==> config.mk <==
export PLATFORM = sky130hd
export DESIGN_NAME = fp_mul
export DESIGN_NICKNAME = d
export VERILOG_FILES = /design/src/pair_pkg.sv /design/src/fp_mul.sv
export VERILOG_INCLUDE_DIRS = /design/src /design/src/src
export SDC_FILE = /design/constraint.sdc
export NUM_CORES = 1
export LEC_CHECK = 0
export ABC_AREA = 0
export BUFFER_PORTS_ARGS = -buffer_cell sky130_fd_sc_hd__buf_2
export CAP_MARGIN = 10
export CORE_MARGIN = 3
export CORE_UTILIZATION = 66
export DETAILED_ROUTE_END_ITERATION = 7
export GPL_ROUTABILITY_DRIVEN = 1
export PLACE_DENSITY = 0.87
export SYNTH_ARGS = -nofsm -noshare
export SYNTH_HDL_FRONTEND = slang
export SYNTH_SLANG_ARGS = --single-unit
==> constraint.sdc <==
create_clock -name i_clk -period 20.5 [get_ports i_clk]
set_input_delay 2.05 -clock i_clk [delete_from_list [all_inputs] [get_ports i_clk]]
set_output_delay 2.05 -clock i_clk [all_outputs]
set_load 0.1 [all_outputs]
==> src/pair_consts.svh <==
// Field and loop constants; LOOP_X must have its top bit set and FE_P must be prime
`ifndef PAIR_CONSTS_SVH
`define PAIR_CONSTS_SVH

// Field element width and modulus
`define FE_BITS 16
`define FE_P 65521

// Curve y^2 = x^3 + b
`define CURVE_B 4

// Loop constant, walked from bit LOOP_BITS-2 down to bit 0
`define LOOP_X 16'hD201
`define LOOP_BITS 16

// Cycles from request to response in fp_mul
`define MUL_LAT 3

`endif

==> src/pair_pkg.sv <==
// Shared types and modular helpers; add/sub/dbl expect operands already below FE_P
`include "pair_consts.svh"

package pair_pkg;

  typedef logic [`FE_BITS-1:0] fe_t;

  typedef struct packed {
    fe_t x;
    fe_t y;
  } af_point_t;

  typedef struct packed {
    fe_t x;
    fe_t y;
    fe_t z;
  } jb_point_t;

  typedef enum logic {UNIT_DBL, UNIT_ADD} unit_tag_t;

  typedef struct packed {
    unit_tag_t  unit;
    logic [3:0] slot; // Temporary register index in the requester
  } mul_tag_t;

  typedef logic acc_tag_t; // 1 marks the square pass

  typedef struct packed {
    fe_t       f;
    jb_point_t t;
  } pair_res_t;

  function automatic fe_t add(fe_t a, fe_t b);
    logic [`FE_BITS:0] s;
    s = a + b;
    if (s >= `FE_P) s = s - `FE_P;
    return s[`FE_BITS-1:0];
  endfunction

  function automatic fe_t sub(fe_t a, fe_t b);
    logic [`FE_BITS:0] s;
    s = (a >= b) ? a - b : a + `FE_P - b; // Wrap below zero
    return s[`FE_BITS-1:0];
  endfunction

  function automatic fe_t dbl(fe_t a);
    return add(a, a);
  endfunction

endpackage

==> src/fp_mul.sv <==
// Fixed latency of MUL_LAT cycles with no back-pressure; a request is taken every cycle it is valid
`timescale 1ns/1ps
`include "pair_consts.svh"

module fp_mul #(
  parameter type TAG_TYPE = logic
) (
  input  logic            i_clk,
  input  logic            i_rst,
  input  logic            i_req_val,
  input  pair_pkg::fe_t   i_a,
  input  pair_pkg::fe_t   i_b,
  input  TAG_TYPE         i_tag,
  output logic            o_rsp_val,
  output pair_pkg::fe_t   o_prod,
  output TAG_TYPE         o_tag
);
  import pair_pkg::*;

  logic [2*`FE_BITS-1:0] prod_s1;
  fe_t                   red_s2;
  logic                  val_s1, val_s2;
  TAG_TYPE               tag_s1, tag_s2;

  always_ff @(posedge i_clk) begin
    if (i_rst) begin
      val_s1    <= 1'b0;
      val_s2    <= 1'b0;
      o_rsp_val <= 1'b0;
    end else begin
      val_s1    <= i_req_val;
      val_s2    <= val_s1;
      o_rsp_val <= val_s2;
    end
  end

  always_ff @(posedge i_clk) begin
    prod_s1 <= i_a * i_b;                      // Full product
    tag_s1  <= i_tag;
    red_s2  <= fe_t'(prod_s1 % `FE_P);         // Reduce
    tag_s2  <= tag_s1;
    o_prod  <= red_s2;
    o_tag   <= tag_s2;
  end

  a_lat : assert property (@(posedge i_clk) disable iff (i_rst)
    i_req_val |-> ##(`MUL_LAT) o_rsp_val);

endmodule

# Yosys cells after proc, flatten, opt, wreduce, memory -nomap -nowiden
# Cells that the tools add are included.
# totals
word_cells	11
inputBits	36
ff_bits	70
out_inout_bits	18
# classes
div	1
n_mul	1
# op_table
op	n
$mod A32 B16 Y32 const B	1
$mul A16 B16 Y32	1

# Depth between registers and ports, before layout
# logic_depth
word_depth	1
ltp_mapped	70
ltp_nobuf	58

# Worst setup path after synthesis
# OpenSTA, ideal clock, no wires.
# synth_timing
path_type	reg2reg
start	register prod_s1[17]
end	register red_s2[5]
n_path_buf	3
synth_period_minus_slack_ps	16148
stages_incl_launch_ff	61
arrival_ps	16076
t_required_ps	20428
setup_slack_ps	4352
setup_ps	72
cell_sequence	dfxtp_1 or2_1 or3_4 o41a_1 o21ai_1 mux2_1 or4b_2 o21ai_1 o221ai_4 and2_1 a221oi_2 and4_1 buf_4 nor2_1 o21ai_1 and4bb_1 a41oi_2 mux2i_4 (+25 left out) a32oi_1 xor2_1 nand3_1 a31oi_1 xnor2_2 inv_2 ha_1 nor2_1 a221oi_4 o211ai_4 nand2_1 xnor2_1 ha_1 nor2b_1 a311oi_1 a41oi_2 nor3b_1 xnor2_1
# synth_between
elab_chain_len	1
# synth_rtl
element	line	source
from (decl)	fp_mul.sv:20	logic [2*`FE_BITS-1:0] prod_s1;
from (signal assigned)	fp_mul.sv:38	prod_s1 <= i_a * i_b;
$mod A32 B16 Y32 (no source line)	--	
to (signal assigned)	fp_mul.sv:40	red_s2 <= fe_t'(prod_s1 % `FE_P);
to (decl)	fp_mul.sv:21	fe_t red_s2;
# Every way passes these cells.
# A chain may end at the register's enable or synchronous reset.

# Worst setup path in the final report
# Ends and elaborated chain as after synthesis.

==> impl_summary.log <==
INFO  metric setup_viol = 0
INFO  metric finalCritPeriodShare = 94.0%
INFO  metric finalHoldViolations = 0
INFO  metric synth-seq-cells = 70
INFO  metric synth_top_cells_by_count = nand2_1, inv_1, fa_1
INFO  metric arrival = between 15,000 and 20,000 ps
INFO  metric synth_area = roughly 20,000 µm²
INFO  metric wire_per_inst = approximately 20 µm
INFO  metric async_flop_share = 0%
INFO  metric min_delay_path_depth = 0
INFO  metric drt-vias-per-instance = a little under 7
INFO  metric number_of_hold_repair_buffers_added_at_the_cts_stage = 0
INFO  metric synthesis.area_per_instance = 8.00 µm²
INFO  metric placed_area = 19,900 µm²
INFO  metric max-clock-path-buffers = 2
INFO  metric layout-drive-gt1-share = 10.4%
INFO  metric cts-root-buf = clkbuf_16
INFO  metric synth.yosys.seq_area_share = slightly above 7%
INFO  metric critical_path_s_most_frequent_cell = o21ai_1
INFO  metric grt_overflow = 0
INFO  metric postRouteWirelength = roughly 56,000 µm
INFO  metric detail_route.drc_violations = 0
INFO  metric grt_max_degree = 21
INFO  metric reg2regPathDepth = 56
INFO  metric result_of_the_run = completed
INFO  metric synth_top_cell_area_share = between 10% and 20%
INFO  metric min-delay-start = red_s2[9]
INFO  metric final_nets = 2,753
INFO  metric final_area = slightly above 20,000 µm²
INFO  metric drv_slew = 0
INFO  metric synthToLayoutAreaGrowth = 4.16%
INFO  metric grt_use_total = a little over a third
INFO  metric via_count_of_the_first_global_routing_pass = 18,800
INFO  metric r2r-end = red_s2[5]
INFO  metric rrSetupSlack = around 1200 ps
INFO  metric cts-buffers-inserted = 9
INFO  metric fp.dieArea = between 30,000 and 40,000 µm²
INFO  metric initial_utilization = around 67%
INFO  metric gp_congestion = a little over 1
INFO  metric path_clk_slew = 70 ps
INFO  metric yosys_warnings = 0
INFO  metric type_of_the_worst_setup_path = reg -> reg
INFO  metric synth_cell_types = between 100 and 150
INFO  metric fp-row-count = 62
INFO  metric drt_first_pass_iters = 6
INFO  metric grt_first_pass_wirelength = between 90,000 and 100,000 µm
INFO  metric hold_path_end = o_prod[9]
INFO  metric crit_path_max_incr_delay = 710 ps
INFO  metric cp.required = 20,780 ps
INFO  metric detail_route.iter0.violations = 1,925
INFO  metric initial_antenna_violation_count = 1
INFO  metric worst_slew_margin_rel = 39.4%
INFO  metric cts.htree.levels = 3
INFO  metric cp-end-kind = register
INFO  metric vias = 18,900
INFO  metric drtAntennaViolNets = 0
INFO  metric postSynth.topFlopCell = dfxtp_1
INFO  metric n_antenna_cell = 0
INFO  metric start_kind = register
INFO  metric clock_insertion_delay_worst_skew = approximately 350 ps
INFO  metric core = ~29,000 µm²
INFO  metric cts_tree = built
INFO  metric die_height = between 150 and 200 µm
INFO  metric synth_cells = 2,441
INFO  metric regToRegStartpoint = prod_s1[17]
INFO  metric yosys.area.top_type = fa_1
INFO  metric crit_fanout = 18
INFO  metric post-synth-top-count-cell = nand2_1
INFO  metric fin_skew = around 12 ps
INFO  metric top_level_ports = 54
INFO  metric tritoncts_num_sinks = 70
INFO  metric setup_total_negative_slack = 0 ps
INFO  metric final_design_utilization = a little over two thirds
INFO  metric max_cap_violations = 0
INFO  metric hold_class = reg -> reg
INFO  metric hpwlAfterDp = between 40,000 and 50,000 µm
INFO  metric floorplan.die.width = approximately 180 µm
INFO  metric ys_top_cells_by_area = fa_1, dfxtp_1, ha_1
INFO  metric critical_path_slowest_stage_cell = or4b_2
INFO  metric net_count_after_synthesis = around 2,800
INFO  metric final_period_demand_of_the_worst_path = 19,270 ps
INFO  metric port_buffers = 53
INFO  metric fmaxAchievable = slightly above 50 MHz
INFO  metric tightestPinTransition = a little over 900 ps
INFO  metric count_of_flip_flops_with_a_built_in_enable_after_synthesis = 0
INFO  metric fillerInstances = roughly 2,200
==> sequential cells by signal, indices dropped and copies added (netlist names) <==
signal / flops
val_s2: 1
prod_s1: 32
tag_s2: 1
o_prod: 16
tag_s1: 1
red_s2: 16
val_s1: 1
o_tag: 1
o_rsp_val: 1
==> worst max path at each step <==
stage	endpoint	slack (ps)	start	cells after the start
finish	red_s2[5]	1230	prod_s1[17]	56
detailed placement	red_s2[5]	330	prod_s1[17]	58
global route	red_s2[11]	-90	prod_s1[24]	59
floorplan	red_s2[5]	4350	prod_s1[17]	60
CTS	red_s2[11]	90	prod_s1[17]	58
global placement	red_s2[13]	1120	prod_s1[17]	58
==> layout make-up <==
class	instances	area, µm²	share of cell area [%]
multi-input combinational	2005	16800	82.8
sequential	70	1400	6.89
clock buffer	9	225	1.11
timing repair buffer	62	333	1.64
inverter	267	1000	4.93
clock inverter	7	63.8	0.314
tap	384	480	2.36
==> cell usage in the layout, fill, tap and decap left out, drive strengths merged, types with 16 or more instances in the layout <==
master / count
a21oi: 109
a31oi: 32
a41oi: 19
and2: 119
and3: 23
buf: 62
dfxtp: 70
fa: 194
ha: 108
inv: 272
mux2i: 22
nand2: 306
nand3: 63
nand4: 31
nor2: 146
nor2b: 19
nor3: 68
nor4: 32
o2111ai: 16
o211ai: 21
o21a: 27
o21ai: 95
o21bai: 33
o31ai: 23
or2: 27
or3: 24
xnor2: 100
xor2: 37
==> critical path, delay by kind of cell, from the launching register on <==
| family | cells | cell delay (ps) |
|---|---|---|
| AND/OR/NAND/NOR | 18 | 6360 |
| AO/OA/AOI/OAI | 28 | 9560 |
| multiplexers | 1 | 500 |
| adder cells (fa/ha/maj) | 2 | 470 |
| XOR/XNOR | 6 | 1690 |
| flip-flops | 1 | 470 |
| buffers and inverters | 1 | 140 |
==> metrics by stage <==
stage | cells | setup slack (ps) | hold slack, ps
detailed placement | 2787 | 332 | 312
CTS | 2803 | 89.2 | 328
floorplan | 2441 | 4350 | 310
finish | 2804 | 1230 | 328
global route | 2804 | -86.2 | 336
global placement | 2787 | 1120 | 311
==> kinds of logic (layout without fill, tap and decap cells) <==
group / count (synthesis) / in the layout / share of synthesized area, %
flops: 70 / 70 / 7.18
mux: 35 / 35 / 1.98
buf+inv: 366 / 345 / 7.44
fa+ha+maj: 311 / 311 / 27.3
compound gates: 587 / 587 / 24.2
xor+xnor: 138 / 138 / 6.53
simple gates: 934 / 934 / 25.4
==> routing by layer <==
layer / vias up / part of all wire (%) / GRT usage, %
met5: - / 0 / 0
met4: 0 / 4.4 / 15.0
met3: 238 / 8.1 / 5.01
met2: 1039 / 48 / 59.5
met1: 9054 / 40 / 45.8
li1: 8603 / - / -
==> what timing repair did <==
action                                  in CTS  in global routing
buffers inserted                             0                  1
hold endpoints to repair                     0                  0
endpoints found under the setup margin       0                 16
resized for setup                            0                 25
Power is not shown: default switching activity piles up to over one toggle a cycle in this logic, so the estimate is an artifact.
