### src/pair_consts.svh
// Field and loop constants; LOOP_X must have its top bit set and FE_P must be prime
`ifndef PAIR_CONSTS_SVH
`define PAIR_CONSTS_SVH

// Field element width and modulus
`define FE_BITS 16
`define FE_P 65521

// Curve y^2 = x^3 + b
`define CURVE_B 4

// Loop constant, walked from bit LOOP_BITS-2 down to bit 0
`define LOOP_X 16'hD201
`define LOOP_BITS 16

// Cycles from request to response in fp_mul
`define MUL_LAT 3

`endif

### src/pair_pkg.sv
// Shared types and modular helpers; add/sub/dbl expect operands already below FE_P
`include "pair_consts.svh"

package pair_pkg;

  typedef logic [`FE_BITS-1:0] fe_t;

  typedef struct packed {
    fe_t x;
    fe_t y;
  } af_point_t;

  typedef struct packed {
    fe_t x;
    fe_t y;
    fe_t z;
  } jb_point_t;

  typedef enum logic {UNIT_DBL, UNIT_ADD} unit_tag_t;

  typedef struct packed {
    unit_tag_t  unit;
    logic [3:0] slot; // Temporary register index in the requester
  } mul_tag_t;

  typedef logic acc_tag_t; // 1 marks the square pass

  typedef struct packed {
    fe_t       f;
    jb_point_t t;
  } pair_res_t;

  function automatic fe_t add(fe_t a, fe_t b);
    logic [`FE_BITS:0] s;
    s = a + b;
    if (s >= `FE_P) s = s - `FE_P;
    return s[`FE_BITS-1:0];
  endfunction

  function automatic fe_t sub(fe_t a, fe_t b);
    logic [`FE_BITS:0] s;
    s = (a >= b) ? a - b : a + `FE_P - b; // Wrap below zero
    return s[`FE_BITS-1:0];
  endfunction

  function automatic fe_t dbl(fe_t a);
    return add(a, a);
  endfunction

endpackage

### src/miller_add.sv
// Mixed Jacobian plus affine Q; H = 0 is not detected and gives Z3 = 0
`timescale 1ns/1ps

module miller_add (
  input  logic                i_clk,
  input  logic                i_rst,
  input  logic                i_start,
  input  pair_pkg::jb_point_t i_t,
  input  pair_pkg::af_point_t i_p,
  input  pair_pkg::af_point_t i_q,
  output logic                o_done,
  output pair_pkg::jb_point_t o_t,
  output pair_pkg::fe_t       o_line,
  output logic                o_req_val,
  output pair_pkg::fe_t       o_a,
  output pair_pkg::fe_t       o_b,
  output logic [3:0]          o_slot,
  input  logic                i_gnt,
  input  logic                i_rsp_val,
  input  pair_pkg::fe_t       i_prod,
  input  logic [3:0]          i_slot
);
  import pair_pkg::*;

  localparam int N = 15;

  jb_point_t    t;
  af_point_t    p, q;
  fe_t          tmp [N];
  fe_t          op_a [N];
  fe_t          op_b [N];
  logic [N-1:0] rdy, issued, ok;
  logic         busy, any;
  fe_t          h, r, x3;

  // Slots 0 ZZ, 1 U, 2 ZZZ, 3 S, 4 HH, 5 HHH, 6 XHH, 7 RR, 8 Z3, 9 R(XHH-X3), 10 Y*HHH
  always_comb begin
    h  = sub(tmp[1], t.x);
    r  = sub(tmp[3], t.y);
    x3 = sub(sub(tmp[7], tmp[5]), dbl(tmp[6]));
    op_a[0]  = t.z;     op_b[0]  = t.z;              ok[0]  = 1'b1;
    op_a[1]  = q.x;     op_b[1]  = tmp[0];           ok[1]  = rdy[0];
    op_a[2]  = tmp[0];  op_b[2]  = t.z;              ok[2]  = rdy[0];
    op_a[3]  = q.y;     op_b[3]  = tmp[2];           ok[3]  = rdy[2];
    op_a[4]  = h;       op_b[4]  = h;                ok[4]  = rdy[1];
    op_a[5]  = tmp[4];  op_b[5]  = h;                ok[5]  = rdy[4];
    op_a[6]  = t.x;     op_b[6]  = tmp[4];           ok[6]  = rdy[4];
    op_a[7]  = r;       op_b[7]  = r;                ok[7]  = rdy[3];
    op_a[8]  = t.z;     op_b[8]  = h;                ok[8]  = rdy[1];
    op_a[9]  = r;       op_b[9]  = sub(tmp[6], x3);  ok[9]  = &{rdy[5], rdy[6], rdy[7]};
    op_a[10] = t.y;     op_b[10] = tmp[5];           ok[10] = rdy[5];
    op_a[11] = tmp[8];  op_b[11] = p.y;              ok[11] = rdy[8];
    op_a[12] = r;       op_b[12] = p.x;              ok[12] = rdy[3];
    op_a[13] = r;       op_b[13] = q.x;              ok[13] = rdy[3];
    op_a[14] = tmp[8];  op_b[14] = q.y;              ok[14] = rdy[8];
  end

  always_comb begin
    any    = 1'b0;
    o_slot = '0;
    for (int k = N - 1; k >= 0; k--) begin
      if (ok[k] && !issued[k]) begin
        any    = 1'b1;
        o_slot = 4'(k);
      end
    end
    o_req_val = busy && any;
    o_a       = op_a[o_slot];
    o_b       = op_b[o_slot];
  end

  always_comb begin
    o_t.x  = x3;
    o_t.y  = sub(tmp[9], tmp[10]);
    o_t.z  = tmp[8];
    o_line = sub(add(sub(tmp[11], tmp[12]), tmp[13]), tmp[14]);
  end

  always_ff @(posedge i_clk) begin
    if (i_rst) begin
      busy   <= 1'b0;
      o_done <= 1'b0;
      issued <= '0;
      rdy    <= '0;
    end else begin
      o_done <= 1'b0;
      if (i_start) begin
        busy   <= 1'b1;
        issued <= '0;
        rdy    <= '0;
      end else if (busy) begin
        if (o_req_val && i_gnt) issued[o_slot] <= 1'b1;
        if (i_rsp_val) rdy[i_slot] <= 1'b1;
        if (&rdy) begin
          busy   <= 1'b0;
          o_done <= 1'b1;
        end
      end
    end
  end

  always_ff @(posedge i_clk) begin
    if (i_start) begin
      t <= i_t;
      p <= i_p;
      q <= i_q;
    end
    if (i_rsp_val) tmp[i_slot] <= i_prod;
  end

endmodule

### config.mk
export PLATFORM = sky130hd
export DESIGN_NAME = miller_add
export DESIGN_NICKNAME = d
export VERILOG_FILES = /design/src/pair_pkg.sv /design/src/miller_add.sv
export VERILOG_INCLUDE_DIRS = /design/src /design/src/src
export SDC_FILE = /design/constraint.sdc
export NUM_CORES = 1
export LEC_CHECK = 0
export BUFFER_PORTS_ARGS = -buffer_cell sky130_fd_sc_hd__buf_4
export CAP_MARGIN = 20
export CORE_MARGIN = 8
export CORE_UTILIZATION = 45
export CTS_BUF_LIST = sky130_fd_sc_hd__clkbuf_8
export DETAILED_ROUTE_END_ITERATION = 6
export SYNTH_ARGS = -nofsm -noshare
export SYNTH_HDL_FRONTEND = slang
export SYNTH_SLANG_ARGS = --single-unit
### constraint.sdc
create_clock -name i_clk -period 10.9 [get_ports i_clk]
set_input_delay 1.635 -clock i_clk [delete_from_list [all_inputs] [get_ports i_clk]]
set_output_delay 1.635 -clock i_clk [all_outputs]
set_load 0.005 [all_outputs]
Word level (Yosys, flattened, before mapping):

Memories as Yosys holds them, arrays and structs flattened.
Index checks and enable logic that the tools add are counted.
W data, S select, Z words.

* bits in registers: 144
* bits in writable memories: 240
* bits of input ports: 137
* output and inout bits: 102
* logic and storage cells: 153
* memories kept: 1

Memories
* tmp: words 15, bits a word 16, read ports 15, clocked after Yosys merged registers in 0, wr ports 1, line miller_add.sv:29 `fe_t tmp [N];`

* add/sub/neg operators: 28
* magnitude comparators: 15
* multiplexer cells: 56
* bitwise operators: 4
* reductions and logical operators: 38

Operator list (count)
* $sub A16 B16 Y16: 16
* $mux W16: 14
* $add A16 B16 Y16 const B: 8
* $bmux W16 S4: 2
* $ge A16 B16 Y1: 8
* $mux W4: 15
* $add A16 B16 Y17: 2
* $ge A17 B16 Y1 const B: 2
* $sub A16 B16 Y16 const B: 2
* $or A15 B15 Y15: 2
* $mux W1: 23
* $logic_and A1 B1 Y1: 18
* $reduce_and A15 Y1: 1
* $logic_not A1 Y1: 14
* $lt A4 B5 Y1 const B: 2
* $demux W1 S4: 2
* $ge A4 B1 Y1 const B: 2
* $ge A5 B5 Y1 const B: 1
* $not A4 Y5: 1
* $reduce_and A2 Y1: 2
* $reduce_and A3 Y1: 1
* $reduce_or A3 Y1: 1
* $reduce_or A2 Y1: 1
* $not A1 Y1: 1

Longest topological paths before layout:

* depth in word-level cells: 22
* gate-level depth with buffers: 41

Worst setup path after synthesis:

Ideal clock, no wire load.

* path kind: reg2out
* start: memory tmp[7][0] in the netlist's numbering
* end: output o_b[15]
* arrival: 8.278 ns
* path slack: 0.987 ns
* stages on the path, launching flop included: 41
* buffers on the path: 4
* cell sequence: edfxtp_1 inv_1 ha_1 inv_1 fa_1 a31o_2 a21oi_1 o41ai_1 o41ai_2 o31a_1 o21ai_1 a21o_1 a21oi_1 buf_2 buf_4 xor2_1 ha_1 fa_1 (+5 left out) a31oi_1 o21a_1 buf_2 buf_4 mux2i_1 inv_1 ha_1 inv_1 fa_1 nor2b_1 o31a_1 o211ai_1 a31oi_1 mux2i_1 a2111oi_0 o211ai_1 a211o_1 o2111ai_1

RTL lines
* start, declared: line miller_add.sv:29
* end, declared: line miller_add.sv:16 `output pair_pkg::fe_t o_b,`

==> reports/qor.csv <==
metric,value,unit
GRT Util Overall,25.7,%
"EDFF count, synth",352,
synthesized area per cell,9.21,µm²
Post-synth top flop,edfxtp_1,
H-tree levels,3,
Starting Density,45.2,%
"Seq/Total Area, Yosys",34.8,%
drt wl/cell,22.6,µm
final instance area,0.0370,mm²
Final HPWL DP,82100,µm
global route overflow,0,
r2r worst-path depth,9,
Total Wirelength,108000,µm
Num Clock Sinks,384,
pin count of the biggest net entering global routing,74,
port bufs,238,
Yosys top cell area share,32.8,%
die area,0.0804,mm²
hold path depth,2,
antenna violations before repair,4,
area share of xor/xnor cells in the synthesized design,6.84,%
Clock Skews,0.0283,ns
count of final hold-check violations,0,
RSZ-0062 raised after global routing,yes,
total CTS buffers,70,
syn_nets,4032,
total number of vias,27400,
leak pwr,15.8,nW
GPL Wtd Cong,0.960,
vias in the first global route,26300,
fin cells,4766,
DR pass1 iterations,5,
CP Class,flop to output pin,
status,finished clean,
"Data required, critical path",9.27,ns
Antenna Nets Post-Route,0,
largest family of logic cells by synthesized area,compound AO/OA/AOI/OAI gates,
period utilisation layout,97.4,%
first-pass GRT wire length,161000,µm
Die X,284,µm
Power Dens Cells,150,mW/mm²
Compound-Gate Fraction of Synth Area,18.0,%
max-cap violations,0,
CTS Buffer Depth,3,
mux share of post-synthesis cell area,3.06,%
CP Max Fanout,26,
Pins Over Slew Limit,0,
Worst Path Arrival,8.98,ns
crit path max-delay cell type,o311ai_1,
Post-CTS Hold Fix Bufs,0,
Nets,4296,
root buffer cell,clkbuf_8,
layout cell share with drive strength beyond 1,15.1,%
placed cells,4617,
min Tclk post-route,10.61,ns
Design Power,5.55,mW
Synth area leader,edfxtp_1,
CTS tree,yes,
worst-margin pin slew,1.27,ns
slowest cell delay on critical path,0.60,ns
Hold WC Path Type,flop to flop,
I/O Pins,239,
Syn Std Cell Area,0.0322,mm²
clk_lat worst skew,0.66,ns
cell repeated most along the worst path,inv_1,
Worst setup SP type,flop,
vias per inst,5.74,
adder-cell share of the synthesized area,16.2,%
setup_tns,0,ns
Hold Slack,0.468,ns
clock slew at reported path FFs,0.06,ns
drc violations,0,
Fillers,6741,
Setup WS pre-CTS,0.174,ns
Simple-Gate Fraction of Synth Area,14.1,%
main area contributors after synthesis,"edfxtp_1 (33%), ha_1 (14%), inv_1 (5.4%), xnor2_1 (4.9%), a21oi_1 (4.0%)",
cell area after placement,0.0350,mm²
Final setup viols,0,
Area Overhead vs Synth,14.9,%
Synth cell types,104,
num rows,98,
Core ar.,0.0712,mm²
asr flop ratio synth,0,%
synth warn,0,
Final WS setup,0.287,ns
critical path endpoint category,output pin,
Seq cells post-synth,384,
Post-Synthesis Cells,3498,
Max-slew headroom,14.4,%
FMAX,0.0942,GHz
initial DRC count,2483,
Die Y-Extent,284,µm
fin util,52.0,%
VDD IR max,0.126,mV
==> routing by layer <==
layer	GRT usage [%]	share of wire, %	vias to the layer above
li1	-	-	13000
met1	34.6	43	13000
met2	40.0	44	1121
met3	5.48	8.5	226
met4	10.6	4.4	2
met5	0	0.011	-
==> final cells by class <==
| type | instances | area [µm²] | area share (%) |
|---|---|---|---|
| tap | 950 | 1190 | 3.21 |
| clock buffer | 72 | 991 | 2.68 |
| antenna | 3 | 7.51 | 0.0203 |
| multi-input combinational | 2540 | 19200 | 51.9 |
| timing repair buffer | 304 | 2330 | 6.29 |
| inverter | 462 | 1740 | 4.69 |
| sequential | 384 | 11200 | 30.3 |
| clock inverter | 51 | 357 | 0.963 |
==> critical path: cells and delay by family, from the launching register on <==
kind / cells / cell delay, ns
buffers and inverters: 8 / 0.86
and+or+nand+nor: 5 / 0.80
muxes: 2 / 0.64
adders and majority gates: 6 / 1.84
xor gates and xnor gates: 2 / 0.37
AOI/OAI and AO/OA: 16 / 3.42
DFF: 1 / 0.38
==> registers in the layout, indices dropped and copies added (netlist names) <==
signal and cells:
o_done 1, rdy 15, issued 15, tmp 240, op_b 32, busy 1, op_a 80
==> cell usage in the layout, fill, tap and decap left out, drive strengths merged, types with 39 or more instances in the layout <==
cell type / count
clkbuf: 72
nand3: 80
xor2: 63
o211ai: 49
buf: 304
xnor2: 185
nor3: 90
nor2: 267
nand2: 264
a21o: 52
o21ai: 133
ha: 365
mux2i: 51
nand2b: 39
edfxtp: 352
a21oi: 260
inv: 485
a31oi: 48
==> final timing paths <==
kind               end      start  slack [ns]
max            o_b[10]  tmp[7][0]        0.29
min          issued[5]  issued[5]        0.47
max reg2reg  issued[2]     rdy[7]        7.35
min reg2reg  issued[5]  issued[5]        0.47
==> kinds of logic (layout without fill, tap and decap cells) <==
| logic type | after synthesis | after routing |
|---|---|---|
| AO/OA/AOI/OAI | 857 | 857 |
| XOR/XNOR | 248 | 248 |
| adder cells (fa/ha/maj) | 397 | 397 |
| buffers and inverters | 574 | 889 |
| flip-flops | 384 | 384 |
| multiplexers | 91 | 91 |
| other | 0 | 3 |
| AND/OR/NAND/NOR | 947 | 947 |
==> power breakdown <==
group	internal (mW)	switching [mW]
registers	1.67	0.0455
clock network	0.733	0.639
logic	1.05	1.41
total	3.45	2.09
==> what timing repair did <==
item                                    4_1_cts  5_1_grt
endpoints found under the setup margin       17       32
endpoints found under the hold margin         0        0
buffers inserted                              7       15
resized for setup                            19       74
pin swaps                                     8       30
==> cells in the mapped netlist, drive strengths merged (11+ instances only) <==
cell type    n
xor2        63
a31oi       48
nor2       267
o311ai      11
or2         15
a311oi      15
mux2i       51
nand4       38
ha         365
xnor2      185
nor2b       24
a31o        13
a211o       14
and2        16
nand2      264
buf         55
nand2b      39
a221oi      23
a22oi       11
a211oi      36
o31a        11
o21a        26
inv        462
nand3b      11
edfxtp     352
o22ai       13
nand3       80
nor4        20
nor3        90
a21o        52
o21ai      133
o31ai       13
and3        36
or3         25
mux2        38
o21bai      26
dfxtp       32
o41ai       12
clkbuf      57
fa          32
o211ai      49
a21oi      260
Note: power is estimated with default switching activity, not from simulation.
