--- src/pair_consts.svh ---
// Field and loop constants; LOOP_X must have its top bit set and FE_P must be prime
`ifndef PAIR_CONSTS_SVH
`define PAIR_CONSTS_SVH

// Field element width and modulus
`define FE_BITS 16
`define FE_P 65521

// Curve y^2 = x^3 + b
`define CURVE_B 4

// Loop constant, walked from bit LOOP_BITS-2 down to bit 0
`define LOOP_X 16'hD201
`define LOOP_BITS 16

// Cycles from request to response in fp_mul
`define MUL_LAT 3

`endif

--- src/pair_pkg.sv ---
// Shared types and modular helpers; add/sub/dbl expect operands already below FE_P
`include "pair_consts.svh"

package pair_pkg;

  typedef logic [`FE_BITS-1:0] fe_t;

  typedef struct packed {
    fe_t x;
    fe_t y;
  } af_point_t;

  typedef struct packed {
    fe_t x;
    fe_t y;
    fe_t z;
  } jb_point_t;

  typedef enum logic {UNIT_DBL, UNIT_ADD} unit_tag_t;

  typedef struct packed {
    unit_tag_t  unit;
    logic [3:0] slot; // Temporary register index in the requester
  } mul_tag_t;

  typedef logic acc_tag_t; // 1 marks the square pass

  typedef struct packed {
    fe_t       f;
    jb_point_t t;
  } pair_res_t;

  function automatic fe_t add(fe_t a, fe_t b);
    logic [`FE_BITS:0] s;
    s = a + b;
    if (s >= `FE_P) s = s - `FE_P;
    return s[`FE_BITS-1:0];
  endfunction

  function automatic fe_t sub(fe_t a, fe_t b);
    logic [`FE_BITS:0] s;
    s = (a >= b) ? a - b : a + `FE_P - b; // Wrap below zero
    return s[`FE_BITS-1:0];
  endfunction

  function automatic fe_t dbl(fe_t a);
    return add(a, a);
  endfunction

endpackage

--- src/fp_mul.sv ---
// Fixed latency of MUL_LAT cycles with no back-pressure; a request is taken every cycle it is valid
`timescale 1ns/1ps
`include "pair_consts.svh"

module fp_mul #(
  parameter type TAG_TYPE = logic
) (
  input  logic            i_clk,
  input  logic            i_rst,
  input  logic            i_req_val,
  input  pair_pkg::fe_t   i_a,
  input  pair_pkg::fe_t   i_b,
  input  TAG_TYPE         i_tag,
  output logic            o_rsp_val,
  output pair_pkg::fe_t   o_prod,
  output TAG_TYPE         o_tag
);
  import pair_pkg::*;

  logic [2*`FE_BITS-1:0] prod_s1;
  fe_t                   red_s2;
  logic                  val_s1, val_s2;
  TAG_TYPE               tag_s1, tag_s2;

  always_ff @(posedge i_clk) begin
    if (i_rst) begin
      val_s1    <= 1'b0;
      val_s2    <= 1'b0;
      o_rsp_val <= 1'b0;
    end else begin
      val_s1    <= i_req_val;
      val_s2    <= val_s1;
      o_rsp_val <= val_s2;
    end
  end

  always_ff @(posedge i_clk) begin
    prod_s1 <= i_a * i_b;                      // Full product
    tag_s1  <= i_tag;
    red_s2  <= fe_t'(prod_s1 % `FE_P);         // Reduce
    tag_s2  <= tag_s1;
    o_prod  <= red_s2;
    o_tag   <= tag_s2;
  end

  a_lat : assert property (@(posedge i_clk) disable iff (i_rst)
    i_req_val |-> ##(`MUL_LAT) o_rsp_val);

endmodule

--- src/f_accum.sv ---
// f returns to one after reset and after each result is taken; output holds while i_rdy is low
`timescale 1ns/1ps

module f_accum (
  input  logic                i_clk,
  input  logic                i_rst,
  input  logic                i_start,
  input  logic                i_sq,
  input  pair_pkg::fe_t       i_line,
  output logic                o_done,
  input  logic                i_fin,
  input  pair_pkg::jb_point_t i_t_final,
  output logic                o_val,
  input  logic                i_rdy,
  output pair_pkg::pair_res_t o_res,
  output logic                o_out_taken
);
  import pair_pkg::*;

  fe_t      f, line;
  logic     req_val, rsp_val;
  fe_t      req_a, req_b, prod;
  acc_tag_t req_tag, rsp_tag;

  assign o_out_taken = o_val && i_rdy;

  always_ff @(posedge i_clk) begin
    if (i_rst) begin
      req_val <= 1'b0;
      o_done  <= 1'b0;
      o_val   <= 1'b0;
      f       <= fe_t'(1);
    end else begin
      req_val <= 1'b0;
      o_done  <= 1'b0;
      if (i_start) begin
        req_val <= 1'b1;
        req_a   <= f;
        req_b   <= i_sq ? f : i_line;
        req_tag <= i_sq;
      end
      if (rsp_val) begin
        f <= prod;
        if (rsp_tag) begin  // Square done, now the line product
          req_val <= 1'b1;
          req_a   <= prod;
          req_b   <= line;
          req_tag <= 1'b0;
        end else begin
          o_done <= 1'b1;
        end
      end
      if (i_fin) begin
        o_val <= 1'b1;
        o_res <= '{f: f, t: i_t_final};
      end else if (o_out_taken) begin
        o_val <= 1'b0;
        f     <= fe_t'(1);
      end
    end
  end

  always_ff @(posedge i_clk) begin
    if (i_start) line <= i_line;
  end

  fp_mul #(.TAG_TYPE(acc_tag_t)) u_mul (
    .i_clk     (i_clk),
    .i_rst     (i_rst),
    .i_req_val (req_val),
    .i_a       (req_a),
    .i_b       (req_b),
    .i_tag     (req_tag),
    .o_rsp_val (rsp_val),
    .o_prod    (prod),
    .o_tag     (rsp_tag)
  );

endmodule

--- config.mk ---
export PLATFORM = sky130hd
export DESIGN_NAME = f_accum
export DESIGN_NICKNAME = d
export VERILOG_FILES = /design/src/pair_pkg.sv /design/src/fp_mul.sv /design/src/f_accum.sv
export VERILOG_INCLUDE_DIRS = /design/src /design/src/src
export SDC_FILE = /design/constraint.sdc
export NUM_CORES = 1
export LEC_CHECK = 0
export ABC_CLOCK_PERIOD_IN_PS = 17070
export BUFFER_PORTS_ARGS = -buffer_cell sky130_fd_sc_hd__buf_2
export CAP_MARGIN = 10
export CELL_PAD_IN_SITES_DETAIL_PLACEMENT = 1
export CELL_PAD_IN_SITES_GLOBAL_PLACEMENT = 1
export CORE_ASPECT_RATIO = 2
export CORE_MARGIN = 2
export CORE_UTILIZATION = 44
export CTS_BUF_LIST = sky130_fd_sc_hd__clkbuf_4 sky130_fd_sc_hd__clkbuf_8 sky130_fd_sc_hd__clkbuf_16
export DETAILED_ROUTE_END_ITERATION = 10
export PLACE_DENSITY_LB_ADDON = 0.1
export SKIP_LAST_GASP = 1
export SLEW_MARGIN = 0
export SYNTH_ARGS = -nofsm -noshare
export SYNTH_HDL_FRONTEND = slang
export SYNTH_SLANG_ARGS = --single-unit
--- constraint.sdc ---
create_clock -name i_clk -period 17.07 [get_ports i_clk]
set_input_delay 2.5605 -clock i_clk [delete_from_list [all_inputs] [get_ports i_clk]]
set_output_delay 2.5605 -clock i_clk [all_outputs]
set_load 0.05 [all_outputs]
# After elaboration in Yosys (flattened, before gate mapping)
# Cells that the tools add are included.
# totals
register_bits	202
input_bits	70
output_inout_bits	67
elab_cells	48
# classes
multipliers	1
div_mod_pow	1
n_mux	19
bitwise_logic	2
n_reduce_logical	4
# op_table
op	count
16-bit two-way mux	10
32-bit by 16-bit remainder unit with 32-bit output (second input constant)	1
16-bit by 16-bit multiplier with 32-bit output	1
1-bit two-way mux	9
1-bit NOT	2
2-bit AND reduction	1
2-bit nonzero test	1
2-bit OR reduction	1
1-bit logical AND	1

# Logic depth before layout (Yosys ltp)
# logic_depth
word_depth	4
depth_mapped	71
ltp_nobuf	56

# Hierarchy
# A second synthesis with hierarchy kept.
# unflattened
cells_unflattened	2749
area_unflattened_um2	24546.0
# modules_own_cells
mod	n_inst	cells_each	area_per_inst_um2	seq_area_each_um2
fp_mul	1	2441	19516.2	1401.3
f_accum	1	308	5029.8	3773.6

# Least setup slack after synthesis
# Ideal clock, no wire load.
# synth_path
path_kind	register to register
startpoint	register u_mul.prod_s1[25]
endpoint	register u_mul.red_s2[10]
setup_ns	0.128
t_arrival_ns	16.510
required_ns	16.942
slack_ns	0.432
stages_incl_launch_ff	63
n_path_buf	6
synth_period_minus_slack_ns	16.638
cell_sequence	dfxtp_1 > nand3_1 > buf_2 > or3_4 > or2_4 > a22oi_1 > xor2_2 > nand4bb_2 > nor4_4 > a21oi_2 > a221o_1 > nor4_1 > a31oi_1 > o32a_1 > o41ai_2 > nand2_1 > or4_1 > o2111ai_1 > (+27 left out) > a21o_2 > nor3_1 > a31oi_1 > xnor2_1 > inv_2 > ha_1 > nor3_1 > nor4_4 > buf_6 > nor2_1 > xnor2_1 > ha_1 > inv_1 > a2111o_1 > o211a_1 > a31oi_1 > and4bb_1 > xor2_1
# synth_between
elab_chain_cells	1
# synth_rtl
item	line_no	source
start, declared	fp_mul.sv:20	logic [2*`FE_BITS-1:0] prod_s1;
start signal, assigned	fp_mul.sv:38	prod_s1 <= i_a * i_b;
32-bit by 16-bit remainder unit with 32-bit output (no line)	-	
end signal, assigned	fp_mul.sv:40	red_s2 <= fe_t'(prod_s1 % `FE_P);
end, declared	fp_mul.sv:21	fe_t red_s2;
# No other way between the ends.
# A chain may end at the register's enable or synchronous reset.

# Worst setup path after layout
# layout_path
startpoint	register u_mul.prod_s1[27]
endpoint	register u_mul.red_s2[1]
# Same word-level chain as after synthesis.

==> results.md <==
* Status: complete, but fails checks
* Failing checks: negative setup slack
* Fin crit share at 101.1%
* Max Cap Viol at 0
* Hold Path Depth at 0
* DRC at 0
* Total Routed Length at 105.8 mm
* Max_slew headroom at 23.92%
* Sink Count at a little over 200
* Cts hold-fix bufs at 0
* Seq/Total Area, Yosys at a little over a fifth
* Simple-Gate Fraction of Synth Area at about 22%
* Synth top area share at between 10% and 20%
* Worst reg2reg endpoint: u_mul.red_s2[1]
* Synth area leader: fa_1
* Post-synth EDFFs at about 110
* Worst hold slack at approximately 0.32 ns
* Crit path depth at 68
* Unique cell type count in the Yosys netlist at ~150
* Commonest cells in the netlist: 341 x nand2_1, 261 x inv_1, 194 x fa_1
* Crit Path Category: flop to flop
* Fin crit period at about 17 ns
* Hold Path Class: flop to flop
* Initial antenna violation count at 4
* Worst R2R Path Depth at slightly below 70
* Slowest-stage cell, CP: nor4_2
* Post-synth ARST share at 0%
* Die W at 170.4 um
* Main synth FF type: edfxtp_1
* Worst Path Buf+Inv at 18
* H-tree levels at 1
* Worst flop-to-flop path startpoint: u_mul.prod_s1[27]
* Post-synthesis mux area share at 3.788%
* Largest net degree at the start of global routing at 67
* CP Capture Type: flop
* Layout cells sized above 1 at around a third
* Post-Syn Area at about 0.024 mm2
* Worst Setup Start Kind: flop
* Total global routing overflow at 0
* Num rows at 122
* TritonCTS clock tree: built
* DPL Wire Length at between 80 and 90 mm
* Net total in the final layout at between 3000 and 4000
* Final Wtd Congestion at 1.004
* Final Cell Area at about 0.032 mm2
* Clock Pin Slew Worst Setup and Hold Paths at about 0.070 ns
* DP Area at between 0.02 and 0.03 mm2
* CP Capture Point: u_mul.red_s2[1]
* Slew Limit Fails at 0
* Synth Register Bits at 202
* Area Growth Syn to Fin at 29.38%
* Most frequent CP cell: buf_4
* Syn. warnings at 0
* Vias after detailed routing at 24750
* Syn Nets at roughly 3100
* Routed vias/inst at approximately 6.0
* Most frequent cell after synthesis: nand2_1
* Data arrival, critical path at roughly 18 ns
* ANT nets after route at 0
* Compound-Gate Fraction of Synth Area at a little under 20%
* XOR/XNOR share of the synthesized area at 4.650%
* CORE AREA at 0.05511 mm2
* Worst EP required at roughly 18 ns
* Setup violators final at 15
* Final Hold Viols at 0
* Main combinational cell family by area after synthesis: simple AND/OR/NAND/NOR gates
* Cells after synthesis at ~2800
* CTS Root Cell: clkbuf_16
* Number of buffers created by CTS at 20
* Critical path origin: u_mul.prod_s1[27]
* CP max FO at 8
* Routed length per instance at approximately 26 um
* Insertion delay to the later sink of the worst-skew pair at roughly 0.58 ns
* First-pass DRT Iterations at 5
* Post-Synth Adder-Cell Area at a little over a fifth
* Vias in the first global route at between 20000 and 30000
* Final setup margin at -0.1928 ns
* Max Clock Skew at ~0.047 ns
* CP delay by family, top: simple AND/OR/NAND/NOR gates
* Max Buffers Root-to-Sink at 3
* First-pass GRT wire length at between 150 and 200 mm
* Syn_area_per_cell at 8.807 um2
* R2R setup slack at -0.19 ns
* Fmax achieved at approximately 0.058 GHz
* Initial Util at around 44%
* Iteration-0 DRC Markers at approximately 1100
* I/O pins at between 100 and 150
* Max incr delay on CP at 0.65 ns
* Die area at between 0.05 and 0.06 mm2
* Worst-Margin Slew at around 1.1 ns
* Port-buffer cells at approximately 140
* GR Util All Layers at between 30 and 40%
* Die H at approximately 340 um
* Top cells by area, synth: fa_1 16%, edfxtp_1 14%, dfxtp_1 7.3%
## area by class of cell
class	count	area (um2)
clock buffer	29	610.6
sequential	202	5201
antenna	4	10.01
tap	744	930.9
fill	6430	23570
clock inverter	7	65.06
inverter	263	987.2
timing repair buffer	684	4860
multi-input combinational	2174	18880
## layer usage
layer | vias up | track usage, % | part of all wire (%)
li1 | 10990 | - | -
met1 | 12360 | 29.04 | 29
met2 | 854 | 70.45 | 55
met3 | 554 | 6.104 | 4.5
met4 | 0 | 34.66 | 11
met5 | - | 0 | 0
## worst min-delay path by stage
stage	start	endpoint
6_report	u_mul.red_s2[15]	u_mul.o_prod[15]
5_1_grt	u_mul.tag_s2	u_mul.o_tag
4_1_cts	u_mul.red_s2[15]	u_mul.o_prod[15]
3_5_place_dp	u_mul.red_s2[0]	u_mul.o_prod[0]
3_3_place_gp	u_mul.tag_s2	u_mul.o_tag
2_1_floorplan	u_mul.red_s2[0]	u_mul.o_prod[0]
## layout by cell type, fill, tap and decap left out, types with 17 or more instances in the layout
cell type and n:
buf_4 533, nand2_1 338, inv_1 261, fa_1 194
nor2_1 153, buf_2 136, and2_1 114, edfxtp_1 113
ha_1 108, o21ai_0 104, xnor2_1 91, a21oi_1 83
dfxtp_1 80, mux2i_1 67, nor3_1 56, nand3_1 47
o21bai_1 31, or3_1 27, a31oi_1 27, nand4_1 25
xor2_1 24, and3_1 22, o211ai_1 22, o21ai_1 21
clkbuf_16 21, nor3_2 17
## registers in the layout (all words and copies together), names as in the netlist, 16 cells and up
signal and count:
req_a 16, u_mul.o_prod 16, u_mul.red_s2 16, u_mul.prod_s1 32, line 16, o_res 64, req_b 16, f 16
## cells by family after synthesis
logic type / after synthesis
compound gates: 627
xor+xnor: 126
fa+ha+maj: 311
buf+inv: 392
flops: 202
mux: 89
simple gates: 1021
## per-stage QoR
step / instances / utilization (%) / setup slack [ns] / setup TNS (ns)
after CTS: 4056 / 54.39 / 0.0005738 / 0
final: 4107 / 57.24 / -0.1928 / -2.052
after global placement: 4006 / 52.60 / -0.2121 / -2.019
after detailed placement: 4006 / 52.60 / -0.6947 / -9.391
after global routing: 4107 / 57.24 / -0.6412 / -8.989
after floorplan: 2768 / - / 0.4315 / 0
## repair_timing
item,CTS,global route
buffers inserted,14,47
pin swaps,14,73
endpoints found under the setup margin,16,16
resized for setup,39,233
Power is left out: the tool's default activity adds up to more than one toggle a clock period on the data nets, which glitch-free logic cannot reach.
