`src/pair_consts.svh`:
```
// Field and loop constants; LOOP_X must have its top bit set and FE_P must be prime
`ifndef PAIR_CONSTS_SVH
`define PAIR_CONSTS_SVH

// Field element width and modulus
`define FE_BITS 16
`define FE_P 65521

// Curve y^2 = x^3 + b
`define CURVE_B 4

// Loop constant, walked from bit LOOP_BITS-2 down to bit 0
`define LOOP_X 16'hD201
`define LOOP_BITS 16

// Cycles from request to response in fp_mul
`define MUL_LAT 3

`endif

```
`src/pair_pkg.sv`:
```
// Shared types and modular helpers; add/sub/dbl expect operands already below FE_P
`include "pair_consts.svh"

package pair_pkg;

  typedef logic [`FE_BITS-1:0] fe_t;

  typedef struct packed {
    fe_t x;
    fe_t y;
  } af_point_t;

  typedef struct packed {
    fe_t x;
    fe_t y;
    fe_t z;
  } jb_point_t;

  typedef enum logic {UNIT_DBL, UNIT_ADD} unit_tag_t;

  typedef struct packed {
    unit_tag_t  unit;
    logic [3:0] slot; // Temporary register index in the requester
  } mul_tag_t;

  typedef logic acc_tag_t; // 1 marks the square pass

  typedef struct packed {
    fe_t       f;
    jb_point_t t;
  } pair_res_t;

  function automatic fe_t add(fe_t a, fe_t b);
    logic [`FE_BITS:0] s;
    s = a + b;
    if (s >= `FE_P) s = s - `FE_P;
    return s[`FE_BITS-1:0];
  endfunction

  function automatic fe_t sub(fe_t a, fe_t b);
    logic [`FE_BITS:0] s;
    s = (a >= b) ? a - b : a + `FE_P - b; // Wrap below zero
    return s[`FE_BITS-1:0];
  endfunction

  function automatic fe_t dbl(fe_t a);
    return add(a, a);
  endfunction

endpackage

```
`src/miller_ctrl.sv`:
```
// One pairing at a time; T starts as Q with Z = 1 and the top loop bit is implied
`timescale 1ns/1ps
`include "pair_consts.svh"

module miller_ctrl (
  input  logic                i_clk,
  input  logic                i_rst,
  input  logic                i_val,
  output logic                o_rdy,
  input  pair_pkg::af_point_t i_p,
  input  pair_pkg::af_point_t i_q,
  input  logic                i_out_taken,
  output logic                o_dbl_start,
  output logic                o_add_start,
  output pair_pkg::jb_point_t o_t,
  output pair_pkg::af_point_t o_p,
  output pair_pkg::af_point_t o_q,
  input  logic                i_dbl_done,
  input  pair_pkg::jb_point_t i_dbl_t,
  input  pair_pkg::fe_t       i_dbl_line,
  input  logic                i_add_done,
  input  pair_pkg::jb_point_t i_add_t,
  input  pair_pkg::fe_t       i_add_line,
  output logic                o_acc_start,
  output logic                o_acc_sq,
  output pair_pkg::fe_t       o_line,
  input  logic                i_acc_done,
  output logic                o_fin,
  output pair_pkg::jb_point_t o_t_final
);
  import pair_pkg::*;

  typedef enum logic [2:0] {IDLE, DBL, ACC_D, ADD, ACC_A, DONE} state_t;

  localparam logic [`LOOP_BITS-1:0] LOOP = `LOOP_X;

  state_t                         state;
  logic [$clog2(`LOOP_BITS)-1:0]  bit_cnt;
  logic                           dbl_busy, add_busy;

  assign o_t       = o_t_final;

  always_ff @(posedge i_clk) begin
    if (i_rst) begin
      state       <= IDLE;
      o_rdy       <= 1'b0;
      o_dbl_start <= 1'b0;
      o_add_start <= 1'b0;
      o_acc_start <= 1'b0;
      o_fin       <= 1'b0;
      dbl_busy    <= 1'b0;
      add_busy    <= 1'b0;
    end else begin
      o_dbl_start <= 1'b0;
      o_add_start <= 1'b0;
      o_acc_start <= 1'b0;
      o_fin       <= 1'b0;
      if (o_dbl_start) dbl_busy <= 1'b1;
      if (i_dbl_done) dbl_busy <= 1'b0;
      if (o_add_start) add_busy <= 1'b1;
      if (i_add_done) add_busy <= 1'b0;
      case (state)
        IDLE: begin
          o_rdy <= 1'b1;
          if (i_val && o_rdy) begin
            o_rdy       <= 1'b0;
            o_dbl_start <= 1'b1;
            state       <= DBL;
          end
        end
        DBL: if (i_dbl_done) begin
          o_acc_start <= 1'b1;
          state       <= ACC_D;
        end
        ACC_D: if (i_acc_done) begin
          if (LOOP[bit_cnt]) begin
            o_add_start <= 1'b1;
            state       <= ADD;
          end else if (bit_cnt == 0) begin
            o_fin <= 1'b1;
            state <= DONE;
          end else begin
            o_dbl_start <= 1'b1;
            state       <= DBL;
          end
        end
        ADD: if (i_add_done) begin
          o_acc_start <= 1'b1;
          state       <= ACC_A;
        end
        ACC_A: if (i_acc_done) begin
          if (bit_cnt == 0) begin
            o_fin <= 1'b1;
            state <= DONE;
          end else begin
            o_dbl_start <= 1'b1;
            state       <= DBL;
          end
        end
        DONE: if (i_out_taken) begin
          o_rdy <= 1'b1;
          state <= IDLE;
        end
        default: state <= IDLE;
      endcase
    end
  end

  // Operands, T and the bit counter
  always_ff @(posedge i_clk) begin
    if (state == IDLE && i_val && o_rdy) begin
      o_p       <= i_p;
      o_q       <= i_q;
      o_t_final <= '{x: i_q.x, y: i_q.y, z: fe_t'(1)};
      bit_cnt   <= ($clog2(`LOOP_BITS))'(`LOOP_BITS - 2);
    end
    if (state == DBL && i_dbl_done) begin
      o_t_final <= i_dbl_t;
      o_line    <= i_dbl_line;
      o_acc_sq  <= 1'b1;
    end
    if (state == ADD && i_add_done) begin
      o_t_final <= i_add_t;
      o_line    <= i_add_line;
      o_acc_sq  <= 1'b0;
    end
    if ((state == ACC_D && i_acc_done && !LOOP[bit_cnt]) || (state == ACC_A && i_acc_done))
      bit_cnt <= bit_cnt - 1'b1;
  end

  a_dbl_idle : assert property (@(posedge i_clk) disable iff (i_rst)
    o_dbl_start |-> !dbl_busy && !add_busy);
  a_add_idle : assert property (@(posedge i_clk) disable iff (i_rst)
    o_add_start |-> !add_busy && !dbl_busy);

endmodule

```
`config.mk`:
```
export PLATFORM = sky130hd
export DESIGN_NAME = miller_ctrl
export DESIGN_NICKNAME = d
export VERILOG_FILES = /design/src/pair_pkg.sv /design/src/miller_ctrl.sv
export VERILOG_INCLUDE_DIRS = /design/src /design/src/src
export SDC_FILE = /design/constraint.sdc
export NUM_CORES = 1
export LEC_CHECK = 0
export ABC_AREA = 1
export BUFFER_PORTS_ARGS = -buffer_cell sky130_fd_sc_hd__buf_2
export CAP_MARGIN = 30
export CELL_PAD_IN_SITES_DETAIL_PLACEMENT = 0
export CELL_PAD_IN_SITES_GLOBAL_PLACEMENT = 2
export CORE_ASPECT_RATIO = 0.9
export CORE_MARGIN = 1.5
export CORE_UTILIZATION = 26
export DETAILED_ROUTE_END_ITERATION = 16
export PLACE_DENSITY_LB_ADDON = 0.3
export SYNTH_ARGS = -nofsm -noshare
export SYNTH_HDL_FRONTEND = slang
export SYNTH_SLANG_ARGS = --single-unit
```
`constraint.sdc`:
```
create_clock -name i_clk -period 7.32 [get_ports i_clk]
set_input_delay 0.732 -clock i_clk [delete_from_list [all_inputs] [get_ports i_clk]]
set_output_delay 0.732 -clock i_clk [all_outputs]
set_load 0.03 [all_outputs]
```
# Word level (Yosys, flattened, before mapping)
# Memories as Yosys holds them, arrays and structs flattened. A register that Yosys moved wholly into a read port is not among the register bits.
# Cells that the tools add are included.
# classes
add_sub_neg	1
order_cmp	1
n_eq_ne	11
n_mux	36
n_bitwise	2
reduce_logical	19
# ops
op	n
$mux W48	3
$mux W16	2
$mux W3	8
$pmux W3 S6	1
$mux W1	15
$mux W4	3
$ne A2 B2 Y1 const B	6
$logic_and A1 B1 Y1	8
$eq A3 B2 Y1 const B	2
$eq A3 B3 Y1 const B	2
$pmux W1 S2	3
$reduce_and A6 Y1	1
$reduce_bool A2 Y1	3
$lt A4 B5 Y1 const B	1
$logic_not A4 Y1	1
$sub A4 B1 Y4 const B	1
$eq A3 B1 Y1 const B	1
$logic_not A3 Y1	1
$pmux W1 S3	1
$reduce_bool A3 Y1	1
$reduce_or A3 Y1	1
$not A1 Y1	2
$reduce_and A2 Y1	1
$logic_not A1 Y1	1
$logic_or A1 B1 Y1	1
# word_totals
register_bits	141
rom_bits	16
elab_cells	87
n_memories	1
# mem_list
memory	words	width	rd	rd_clocked_by_memory_dff	write_ports	line	text
(name not given)	16	1	1	1	0	miller_ctrl.sv:127	if ((state == ACC_D && i_acc_done && !LOOP[bit_cnt]) || (state == ACC_A && i_acc_done))

# Longest topological paths before layout
# depth
depth_word	7
depth_mapped	11
ltp_nobuf	10

# Least setup slack after synthesis
# OpenSTA, ideal clock, no wires.
# synth_timing
path_type	input to register
startpoint	in i_add_done
endpoint	reg o_t_final (netlist bit o_t[0]), enable pin
setup_ns	0.707
t_arrival_ns	2.354
path_slack_ns	4.259
cell_stages	6
n_path_buf	2
cell_sequence	inv_1 > nor2_4 > inv_2 > buf_6 > buf_2 > nand3_1
# synth_via
elab_chain_len	2
# synth_lines
item	line	text
from (decl)	miller_ctrl.sv:21	input logic i_add_done,
$logic_and A1 B1 Y1	miller_ctrl.sv:122	if (state == ADD && i_add_done) begin
$reduce_bool A3 Y1 (no line)	-	
to (signal assigned)	miller_ctrl.sv:114	o_t_final <= '{x: i_q.x, y: i_q.y, z: fe_t'(1)};
to (signal assigned)	miller_ctrl.sv:118	o_t_final <= i_dbl_t;
to (signal assigned)	miller_ctrl.sv:123	o_t_final <= i_add_t;
to (decl)	miller_ctrl.sv:29	output pair_pkg::jb_point_t o_t_final
# Every way passes these cells.
# A chain may end at the register's enable or synchronous reset.

# Worst setup path after layout
# layout_timing
startpoint	reg state[0]
endpoint	reg o_t_final (netlist bit o_t[18]), enable pin
# layout_via
elab_chain_len	4
# layout_lines
item	line	text
from (decl)	miller_ctrl.sv:37	state_t state;
from (signal assigned)	miller_ctrl.sv:45	state <= IDLE;
from (signal assigned)	miller_ctrl.sv:68	state <= DBL;
from (signal assigned)	miller_ctrl.sv:73	state <= ACC_D;
$logic_not A3 Y1	miller_ctrl.sv:111	if (state == IDLE && i_val && o_rdy) begin
$logic_and A1 B1 Y1 (2 in series)	miller_ctrl.sv:111	
$reduce_bool A3 Y1 (no line) *	-	
# Every way passes the cells marked *; elsewhere a longest branch is shown, timed or not.

==> impl_metrics.env <==
export IMPL_status="finished, final reports clean"
export IMPL_coreArea_mm2=0.02264
export IMPL_numCtsBuffers=17
export IMPL_gp_congestion=0.7670
export IMPL_routed_wl_um=19650
export IMPL_vias=5003
export IMPL_ys_seq_elements=142
export IMPL_die_h_um=147.6
export IMPL_drc=0
export IMPL_hold_path_depth=1
export IMPL_crit_chain="inv_2 -> nor3_2 -> inv_2 -> nor2_4 -> inv_2 -> buf_4 -> nand3_2 -> buf_4"
export IMPL_antenna_found_initial=3
export IMPL_crit_arrival_ns=3.18
export IMPL_fmax_ghz=0.3186
export IMPL_grt_first_pass_wirelength_um=27790
export IMPL_drive_above_1_share=0.4903
export IMPL_layout_cells_non_filler=1174
export IMPL_dr_pass1_iters=4
export IMPL_syn_area_per_cell_um2=11.44
export IMPL_finalCritPeriodShare=0.4287
export IMPL_yosysUniqueCellTypes=30
export IMPL_hpwl_um=14700
export IMPL_nets=1062
export IMPL_cap_violations=0
export IMPL_drt_initial_drc_count=318
export IMPL_syn_inst=528
export IMPL_dp_cells=1139
export IMPL_die_w_um=163.6
export IMPL_syn_nets=728
export IMPL_ys_warn_count=0
export IMPL_rr_worst_depth=8
export IMPL_start_util=0.2667
export IMPL_clock_latency_ns=0.42
export IMPL_synth_area_top_cells="edfxtp_1 (66%), nand2_1 (11%), buf_4 (6.1%), a31oi_1 (3.5%), dfxtp_1 (3.3%)"
export IMPL_crit_path_start_kind="register"
export IMPL_row_count=52
export IMPL_period_needed_ns=3.138
export IMPL_slowest_stage="nor2_4"
export IMPL_routed_via_density=4.261
export IMPL_hold_class="input pin to register"
export IMPL_cts_setup_buffers=0
export IMPL_cts_tree="yes"
export IMPL_clock_path_buffers=2
export IMPL_finalClockSkew_ns=0.01242
export IMPL_grt_max_degree=82
export IMPL_yosys_area_top_type_share=0.6564
export IMPL_relSlewSlack=0.3763
export IMPL_io_pins=381
export IMPL_slowest_delay_ns=0.59
export IMPL_hold_violations=0
export IMPL_synth_cell_area_mm2=0.006038
export IMPL_cts_root_buf="clkbuf_16"
export IMPL_critPathMostFrequentCell="inv_2"
export IMPL_htree_num_levels=4
export IMPL_grt_pass1_vias=4871
export IMPL_port_buffers=380
export IMPL_die_area_mm2=0.02415
export IMPL_required_ns=7.36
export IMPL_area_growth_pct=39.64
export IMPL_cp_max_fo=81
export IMPL_rsz0062_at_grt="false"
export IMPL_critPathCaptureType="register"
export IMPL_p_leak_nw=3.887
export IMPL_postCtsResizedCells=0
export IMPL_routedWlPerCell_um=16.74
export IMPL_vdd_drop_max_mv=0.1873
export IMPL_track_usage=0.1544
export IMPL_power_density_mw_per_mm2=381.0
export IMPL_fin_tns_setup_ns=0
export IMPL_detail_route_antenna_nets=0
export IMPL_worstMarginPinSlew_ns=0.9341
export IMPL_drv_slew=0
export IMPL_crit_type="register to register"
export IMPL_holdBufCountCts=0
export IMPL_cts_sinks=142
export IMPL_fillers=2320
export IMPL_cts_clk_slew_worst_paths_ns=0.07
export IMPL_yosysTopAreaCell="edfxtp_1"
export IMPL_setup_violations=0
export IMPL_final_cell_area_mm2=0.008432
export IMPL_place_area_mm2=0.007846
export IMPL_overflow=0
export IMPL_yosysSeqAreaShare=0.6896
## power breakdown
group	switching, mW	internal, mW	total [mW]	leakage, nW
Combinational	0.874	0.279	1.15	2.33
Clock	0.364	0.472	0.836	0.265
Sequential	0.0860	1.14	1.22	1.29
Total	1.32	1.89	3.21	3.89
## final timing paths
check	start	end	slack [ns]
hold reg to reg	o_acc_sq$_SDFFE_PP0P_	o_acc_sq$_SDFFE_PP0P_	0.50
setup / recovery	state[0]$_SDFFE_PP0P_	o_t[18]$_DFFE_PP_	4.18
hold / removal	i_p[9]	o_p[9]$_DFFE_PP_	0.48
setup reg to reg	state[0]$_SDFFE_PP0P_	o_t[18]$_DFFE_PP_	4.18
## cell families after synthesis
logic type	count (synthesis)	share of synthesized area
compound gates	45	0.04600
xor+xnor	2	0.002901
fa+ha+maj	1	0.002072
buf+inv	90	0.09470
flops	142	0.6896
simple gates	248	0.1647
## cell usage in the layout (no fill, tap or decap)
master      instances
clkinvlp_4          4
xor2_1              1
clkbuf_16          17
ha_1                1
a21oi_1             5
buf_2             380
nor4_1              2
inv_6               6
edfxtp_1          132
nor3b_1             1
inv_2               6
clkinv_4            1
nor2_1             42
clkinv_1            1
buf_4               3
xnor2_1             1
dfxtp_1            10
bufinv_16           1
buf_12              1
nand3_1             7
nand2_2             1
nor2_4              1
a211oi_1            1
o21ai_0             4
nand2_1           183
nor3_2              1
o22ai_2             1
nand3_2             3
nand4_1             5
nor3_1              1
inv_1              15
clkinv_2            2
nor2_2              1
diode_2             2
a31oi_1            34
## cell usage after synthesis
master	number
a211oi_1	1
a21oi_1	5
a31oi_1	34
buf_1	2
buf_2	7
buf_4	49
buf_6	5
clkbuf_1	5
clkbuf_4	1
dfxtp_1	10
edfxtp_1	132
ha_1	1
inv_1	16
inv_2	5
nand2_1	183
nand2_2	1
nand3_1	8
nand3_2	2
nand4_1	5
nor2_1	42
nor2_2	1
nor2_4	1
nor3_1	1
nor3_2	1
nor3b_1	1
nor4_1	2
o21ai_0	4
o22ai_2	1
xnor2_1	1
xor2_1	1
## routing by layer
metal | global-route usage | up-vias | share of wire
li1 | - | 2432 | -
met2 | 0.2658 | 249 | 0.50
met3 | 0.05275 | 12 | 0.089
met1 | 0.1877 | 2308 | 0.40
met4 | 0.02864 | 2 | 0.0048
met5 | 0 | - | 0.00066
## through the flow
step / power (mW) / worst slack, ns / utilization / hold WS [ns]
final: 3.213 / 4.182 / 0.3724 / 0.4842
after global routing: 3.353 / 3.904 / 0.3722 / 0.4585
after CTS: 3.248 / 4.110 / 0.3713 / 0.4617
after detailed placement: 2.405 / 3.996 / 0.3465 / 0.4898
after global placement: 2.408 / 4.000 / 0.3465 / 0.4634
after floorplan: 2.116 / 4.259 / - / 0.4504
## cell type report
cell class	count	area, um2	share of cell area
sequential	142	4164	0.4938
clock buffer	17	425.4	0.05045
tap	297	371.6	0.04407
multi-input combinational	296	1308	0.1551
timing repair buffer	384	1944	0.2306
clock inverter	15	135.1	0.01603
inverter	21	78.83	0.009349
antenna	2	5.005	0.0005936
## flip-flops by register name, summed over array words and instances (netlist names), named ones only
signal	flops
bit_cnt	4
o_acc_sq	1
o_acc_start	1
o_add_start	1
o_dbl_start	1
o_fin	1
o_line	16
o_p	32
o_q	32
o_rdy	1
o_t	48
state	3
## critical path, delay by kind of cell (launching register included)
family | cells | cell delay, ns
buffers and inverters | 5 | 1.30
and+or+nand+nor | 3 | 1.00
DFF | 1 | 0.42
(Power assumes the default switching activity.)
